### src/logic/legIsaPkg.sv
package legIsaPkg;

	// R-format, register to register arithmetic
	typedef struct packed {
		logic [10:0] opcode;
		logic [4:0]  rm;
		logic [5:0]  shamt;
		logic [4:0]  rn;
		logic [4:0]  rd;
	} rFmtT;

	// I-format with unsigned 12-bit immediate
	typedef struct packed {
		logic [9:0]  opcode;
		logic [11:0] imm12;
		logic [4:0]  rn;
		logic [4:0]  rd;
	} iFmtT;

	// D-format loads and stores
	typedef struct packed {
		logic [10:0] opcode;
		logic [8:0]  addr9;
		logic [1:0]  op2;
		logic [4:0]  rn;
		logic [4:0]  rt;
	} dFmtT;

	// CB-format, compare and branch
	typedef struct packed {
		logic [7:0]  opcode;
		logic [18:0] addr19;
		logic [4:0]  rt;
	} cbFmtT;

	// B-format, word offset only
	typedef struct packed {
		logic [5:0]  opcode;
		logic [25:0] addr26;
	} bFmtT;

	// One instruction word seen in each of its five layouts
	typedef union packed {
		rFmtT  rFmt;
		iFmtT  iFmt;
		dFmtT  dFmt;
		cbFmtT cbFmt;
		bFmtT  bFmt;
	} instrWord;

	// Opcode patterns, each at its own format width
	localparam logic [9:0]  opAddi = 10'b1001000100;
	localparam logic [10:0] opAdds = 11'b10101011000;
	localparam logic [10:0] opSubs = 11'b11101011000;
	localparam logic [10:0] opLdur = 11'b11111000010;
	localparam logic [10:0] opStur = 11'b11111000000;
	localparam logic [7:0]  opCbz  = 8'b10110100;
	localparam logic [5:0]  opBl   = 6'b100101;

endpackage

### src/logic/legCtrlPkg.sv
package legCtrlPkg;

	// ALU control codes
	localparam logic [2:0] aluPassPc   = 3'b000;
	localparam logic [2:0] aluAdd      = 3'b010;
	localparam logic [2:0] aluSub      = 3'b011;
	// CBZ passes the tested register through
	localparam logic [2:0] aluZeroTest = 3'b100;

	// Bit positions inside the NZVC word
	localparam int flagN = 3;
	localparam int flagZ = 2;
	localparam int flagV = 1;
	localparam int flagC = 0;

	// Datapath widths
	localparam int dataWidth    = 64;
	localparam int regAddrWidth = 5;

	// Data memory geometry, in doublewords
	localparam int memDepth      = 32;
	localparam int memIndexWidth = 5;

	// BL link register
	localparam logic [4:0] linkReg = 5'd30;

endpackage

### src/logic/aluControlUnit.sv
`timescale 1ns/100ps

module aluControlUnit import legIsaPkg::*, legCtrlPkg::*; (
	input  logic [10:0] opcode,
	input  logic        aluOn,
	output logic [2:0]  aluCtrl,
	output logic        supported
);

	// Opcode field cut at each format width
	logic [10:0] rOp;
	logic [10:0] dOp;
	logic [9:0]  iOp;
	logic [7:0]  cbOp;
	logic [5:0]  bOp;

	assign rOp  = opcode;
	assign dOp  = opcode;
	assign iOp  = opcode[10:1];
	assign cbOp = opcode[10:3];
	assign bOp  = opcode[10:5];

	always_comb begin
		// Safe default, never X downstream
		aluCtrl   = aluAdd;
		supported = 1'b0;
		if (aluOn) begin
			// ADDI and ADDS add
			if (iOp == opAddi || rOp == opAdds) begin
				aluCtrl   = aluAdd;
				supported = 1'b1;
			end
			// Address generation for STUR and LDUR
			else if (dOp == opStur || dOp == opLdur) begin
				aluCtrl   = aluAdd;
				supported = 1'b1;
			end
			// SUBS
			else if (rOp == opSubs) begin
				aluCtrl   = aluSub;
				supported = 1'b1;
			end
			// BL, link value comes from the pc
			else if (bOp == opBl) begin
				aluCtrl   = aluPassPc;
				supported = 1'b1;
			end
			// CBZ zero test on rt
			else if (cbOp == opCbz) begin
				aluCtrl   = aluZeroTest;
				supported = 1'b1;
			end
			// Anything else stays unsupported
		end
	end

endmodule

### src/logic/instrFrontEnd.sv
`timescale 1ns/100ps

module instrFrontEnd import legIsaPkg::*, legCtrlPkg::*; (
	input  logic                    clk,
	input  logic                    rst,
	input  logic [31:0]             instr,
	input  logic                    instrValid,
	input  logic [dataWidth-1:0]    nextPc,
	output logic [dataWidth-1:0]    pc,
	output logic [regAddrWidth-1:0] rdAddrA,
	output logic [regAddrWidth-1:0] rdAddrB,
	output logic [2:0]              aluCtrl,
	output logic [dataWidth-1:0]    imm,
	output logic                    useImm,
	output logic                    setFlags,
	output logic                    isCbz,
	output logic                    isBl,
	output logic [dataWidth-1:0]    branchOffset,
	output logic                    memRead,
	output logic                    memWrite,
	output logic                    regWe,
	output logic [regAddrWidth-1:0] regWeAddr,
	output logic                    illegal
);

	instrWord word;
	logic     aluOn;
	logic     supported;
	logic     isAddi;
	logic     isAdds;
	logic     isSubs;
	logic     isLdur;
	logic     isStur;

	assign word = instr;

	// Class decode, one compare per format
	assign isAddi = word.iFmt.opcode == opAddi;
	assign isAdds = word.rFmt.opcode == opAdds;
	assign isSubs = word.rFmt.opcode == opSubs;
	assign isLdur = word.dFmt.opcode == opLdur;
	assign isStur = word.dFmt.opcode == opStur;
	assign isCbz  = word.cbFmt.opcode == opCbz;
	assign isBl   = word.bFmt.opcode == opBl;

	// Every class uses the ALU while strobed
	assign aluOn = instrValid;

	aluControlUnit aluCtl (
		.opcode    (word.rFmt.opcode),
		.aluOn     (aluOn),
		.aluCtrl   (aluCtrl),
		.supported (supported)
	);

	assign illegal = !supported;

	// rn sits in the same bits for R, I and D
	assign rdAddrA = word.rFmt.rn;
	// Second port is rm for R, else rt (same bits in D and CB)
	assign rdAddrB = (isAdds || isSubs) ? word.rFmt.rm : word.dFmt.rt;

	// imm12 zero extended, addr9 sign extended
	assign imm = isAddi ? {{(dataWidth-12){1'b0}}, word.iFmt.imm12}
	                    : {{(dataWidth-9){word.dFmt.addr9[8]}}, word.dFmt.addr9};
	assign useImm = isAddi || isLdur || isStur;
	assign setFlags = isAdds || isSubs;

	// Word offsets turned into byte offsets
	assign branchOffset = isBl
		? {{(dataWidth-28){word.bFmt.addr26[25]}}, word.bFmt.addr26, 2'b00}
		: {{(dataWidth-21){word.cbFmt.addr19[18]}}, word.cbFmt.addr19, 2'b00};

	assign memRead  = isLdur;
	assign memWrite = isStur;
	assign regWe    = isAddi || isAdds || isSubs || isLdur || isBl;
	// BL links into X30
	assign regWeAddr = isBl ? linkReg : word.rFmt.rd;

	// Program counter, advances only on a strobe
	always_ff @(posedge clk) begin
		if (rst) begin
			pc <= '0;
		end else if (instrValid) begin
			pc <= nextPc;
		end
	end

endmodule

### config.mk
export PLATFORM = sky130hd
export DESIGN_NAME = instrFrontEnd
export DESIGN_NICKNAME = d
export VERILOG_FILES = /design/src/logic/legIsaPkg.sv /design/src/logic/legCtrlPkg.sv /design/src/logic/aluControlUnit.sv /design/src/logic/instrFrontEnd.sv
export SDC_FILE = /design/constraint.sdc
export NUM_CORES = 1
export LEC_CHECK = 0
export BUFFER_PORTS_ARGS = -buffer_cell sky130_fd_sc_hd__buf_2
export CAP_MARGIN = 10
export CORE_AREA = 4 4 119 121
export DETAILED_ROUTE_END_ITERATION = 6
export DIE_AREA = 0 0 123 125
export PLACE_DENSITY = 0.67
export SYNTH_ARGS = -nofsm -noshare
export SYNTH_HDL_FRONTEND = slang
export SYNTH_HIERARCHICAL = 1
export SYNTH_SLANG_ARGS = --single-unit
### constraint.sdc
create_clock -name clk -period 4.65 [get_ports clk]
set_input_delay 0.2325 -clock clk [delete_from_list [all_inputs] [get_ports clk]]
set_output_delay 0.2325 -clock clk [all_outputs]
set_load 0.005 [all_outputs]
---- Word level (Yosys, flattened, before mapping) ----
Cells that the tools add are included.
operators by class
  eq/ne operators ......................... 7
  mux-type cells .......................... 16
  reduce and logical (&&, ||, !) cells .... 9
operators with widths
  operator                               number
  64-bit 2-to-1 mux                      2
  11-bit == test, second input constant  4
  3-bit 2-to-1 mux                       6
  10-bit == test, second input constant  1
  5-bit 2-to-1 mux                       2
  8-bit == test, second input constant   1
  1-bit logical OR                       8
  6-bit == test, second input constant   1
  1-bit 2-to-1 mux                       6
  1-bit logical NOT                      1
word-level totals
  bits in registers ....................... 64
  bits of input ports ..................... 99
  output and inout port bits .............. 218
  word-level logic and storage cells ...... 33

---- Logic depth before layout (Yosys ltp) ----
  word-level depth ........................ 8
  mapped depth ............................ 6
  depth with buffers taken out ............ 4

---- Hierarchy ----
The synthesis kept the hierarchy.
modules (own cells, without submodules)
  module          instances  cells an instance  area each (um2)  seq. area each (um2)
  instrFrontEnd   1          380                3,698.5          1,281.2
  aluControlUnit  1          15                 120.1            0.0

---- Least setup slack after synthesis ----
Ideal clock, no wire load.
  path type ............................... in2out
  start point ............................. in instr[27]
  end point ............................... out branchOffset[28]
  data arrival time ....................... 1.832 ns
  data required time ...................... 4.418 ns
  setup slack ............................. 2.585 ns
  stages .................................. 6
  buffers on the path ..................... 2
  cell sequence ........................... nor4b_4 -> nand3_2 -> inv_2 -> buf_6 -> a21o_1 -> buf_4
between the ends
  longest elaborated chain between the ends .. 2
ends and longest elaborated chain
  item                RTL line             source
  start: declaration  instrFrontEnd.sv:6   input logic [31:0] instr,
  6-bit == test       instrFrontEnd.sv:44  assign isBl = word.bFmt.opcode == opBl;
  named net isBl      instrFrontEnd.sv:17  output logic isBl,
  64-bit 2-to-1 mux   instrFrontEnd.sv:71  ? {{(dataWidth-28){word.bFmt.addr26[25]}}, word.bFmt.addr26, 2'b00}
  end: declaration    instrFrontEnd.sv:18  output logic [dataWidth-1:0] branchOffset,
The timed path passes the listed nets, and every way through them passes these cells.

---- Worst setup path in the final report ----
  start point ............................. in instr[27]
  end point ............................... out branchOffset[32]
between the ends
  longest elaborated chain between the ends .. 2
ends and longest elaborated chain
  item               RTL line
  6-bit == test      instrFrontEnd.sv:44
  64-bit 2-to-1 mux  instrFrontEnd.sv:71
Every way passes these cells.

==> summary.txt <==
Hold WS: 0.137 ns
Starting Density: 29.2%
Cts bufs inserted: 9
Chip height: 125 um
Detail Route Antenna Nets: 0
Largest family of logic cells by synthesized area: multiplexers
Unique cell type count in the Yosys netlist: 38
Sequential share of the synthesized area: 33.6%
First-pass GRT wire length: 16800 um
Max-slew violations: 0
Placed Instances: 773
ANT cells: 0
CTS Hold Buffers Added: 0
Drc violations: 0
Final period utilization: 54.8%
Max FO, Critical Path: 37
Final setup fails: 0
Least-Margin Pin Slew: 1.11 ns
Worst EP arrival: 2.32 ns
Post-Syn Area: 0.00382 mm2
FP Rows: 42
Port buffer count: 314
PnR Total Power: 1.68 mW
Post-route insts no fill: 789
Peak supply drop: 0.204 mV
Fin nets: 707
DRT iter0 DRCs: 93
Post-synth top area share: 33.6%
Synth Area in Compound Gates: 2.20%
Clock share of power: 47.2%
Share of cells above drive strength 1: 61.3%
Ports: 317
Setup TNS: 0 ns
Post-cts sizing count: 0
Mux share of post-synthesis cell area: 27.6%
Max reg flops: 64
Top flop regs: pc (64)
CTS Sinks: 64
Yosys top cell by area: dfxtp_1
H-tree level count: 3
Net switching share of the total power: 24.7%
Mean cell area of the mapped netlist: 9.67 um2
Xor/xnor cell area share of the yosys netlist: 0%
Post-Synth Simple-Gate Area: 14.5%
Worst-Skew Late Latency: 0.33 ns
Die ar.: 0.0154 mm2
Vias in the first global route: 3197
Hold Vio Cnt, Final: 0
Top post-synthesis cells by area: dfxtp_1, buf_4, mux2i_1, mux2_2, nor2_1
Setup CP Type: in -> out
Initial antenna violation count: 0
Power Dens Cells: 326 mW/mm2
Status: completed
Largest net degree at the start of global routing: 67
Int Pwr: 1.26 mW
Clk_skew: 0 ns
Setup crit start kind: primary input
Area growth, synth to finish: 34.7%
WL/cell: 14.0 um
Fmax: 392 MHz
CTS tree: built
Min-delay worst type: in -> reg
Total Routing Usage GR: 13.6%
DR pass1 iterations: 5
Final wirelength: 11100 um
Total grt overflow: 0
P_leak: 2.90 nW
Min cycle time layout: 2.55 ns
CTS Root Cell: clkbuf_16
Combinational Power Share: 17.1%
Die width: 123 um
Hpwl dp: 8750 um
GP Congestion: 0.823
Core area: 0.0131 mm2
Postcts setup bufs: 0
Largest Register: pc
Worst slew margin: 26.1%
Crit. End Element: output pin
Area share of fa/ha/maj cells after synthesis: 0%
CTS Buffer Depth: 2
RSZ-0062 raised after global routing: false
Max cap viols: 0
Syn Inst Count: 395
Vias: 3345
Warnings, synthesis: 6
Net Sw Power: 0.414 mW
Clock transition at path regs: 0.06 ns
Via-to-Cell Ratio: 4.24
Flop and latch count out of synthesis: 64
Seq pwr share: 35.7%
Required time of the critical path: 4.42 ns
power by group through the flow:
| stage | Sequential (mW) | Combinational [mW] | Clock (mW) |
|---|---|---|---|
| after CTS | 0.598 | 0.291 | 0.808 |
| final | 0.598 | 0.287 | 0.791 |
| after global routing | 0.603 | 0.320 | 0.834 |
| after detailed placement | 0.608 | 0.291 | 0 |
| after global placement | 0.608 | 0.288 | 0 |
| after floorplan | 0.612 | 0.181 | 0 |
per-layer routing:
metal  vias up  track usage (%)  share of wire, %
li1       1654                -                 -
met1      1492             16.0                39
met2       184             23.0                48
met3        15             4.79                11
met4         0             4.56               1.7
met5         -                0                 0
cells in the mapped netlist (all sizes together):
cell    number
and3b        1
nor2b        2
nor2        66
dfxtp       64
a21o         7
nand4        2
nor4         1
mux2        34
inv          3
nor3b        3
a31oi        2
and4         2
and2         2
nor4b        3
and3         3
nand2        4
o211ai       1
nand3        7
clkbuf       8
buf        106
conb         1
nand2b       4
and4bb       3
and4b        1
mux2i       64
o21ai        1
final cells by class:
cell class,count,area [um2]
multi-input cells,215,1700
repair buffers,315,1580
inverters,3,11.3
fillers,1333,7940
clock buffers,9,225
clock inverters,7,125
well taps,176,220
flip-flops and latches,64,1280
worst paths after layout:
check	startpoint	to	slack (ns)	cells past startpoint
setup / recovery	instr[27]	branchOffset[32]	2.10	6
hold / removal	nextPc[56]	pc[56]	0.14	3
setup reg to reg	pc[22]	pc[22]	3.99	2
hold reg to reg	pc[25]	pc[25]	0.49	2
stage by stage:
stage                     utilization (%)  area [um2]  setup WS, ns
after detailed placement             36.6        4790          2.09
after global routing                 39.3        5140          1.81
final                                39.3        5140          2.10
after floorplan                         -        3820          2.59
after global placement               36.6        4790          2.17
after CTS                            39.3        5140          2.08
placed cells by master (no fill, tap or decap), types with 2 or more instances in the layout:
cell type,count
nor4b_4,2
buf_2,313
bufinv_16,3
nand2b_1,4
mux2i_1,64
inv_1,2
nand4_1,2
conb_1,2
and3_1,2
nor3b_1,2
mux2_2,26
inv_6,3
nand3_1,5
a21o_1,6
nand3_2,2
clkbuf_16,9
mux2_4,8
dfxtp_1,64
nand2_1,4
and4_1,2
nor2b_1,2
nor2_1,66
buf_4,2
and4bb_1,2
a31oi_1,2
cell families (layout without fill, tap and decap cells):
family                 count (synthesis)  after routing
muxes                                 98             98
and+or+nand+nor                      104            104
buffers and inverters                117            334
DFF                                   64             64
other                                  1              2
AOI/OAI and AO/OA                     11             11
worst max-delay path: stages:
cell	delay, ns
buf_2	0.14
nor4b_4	0.38
nand3_2	0.28
inv_2	0.39
a21o_1	0.65
buf_2	0.24
(Power assumes the default switching activity.)
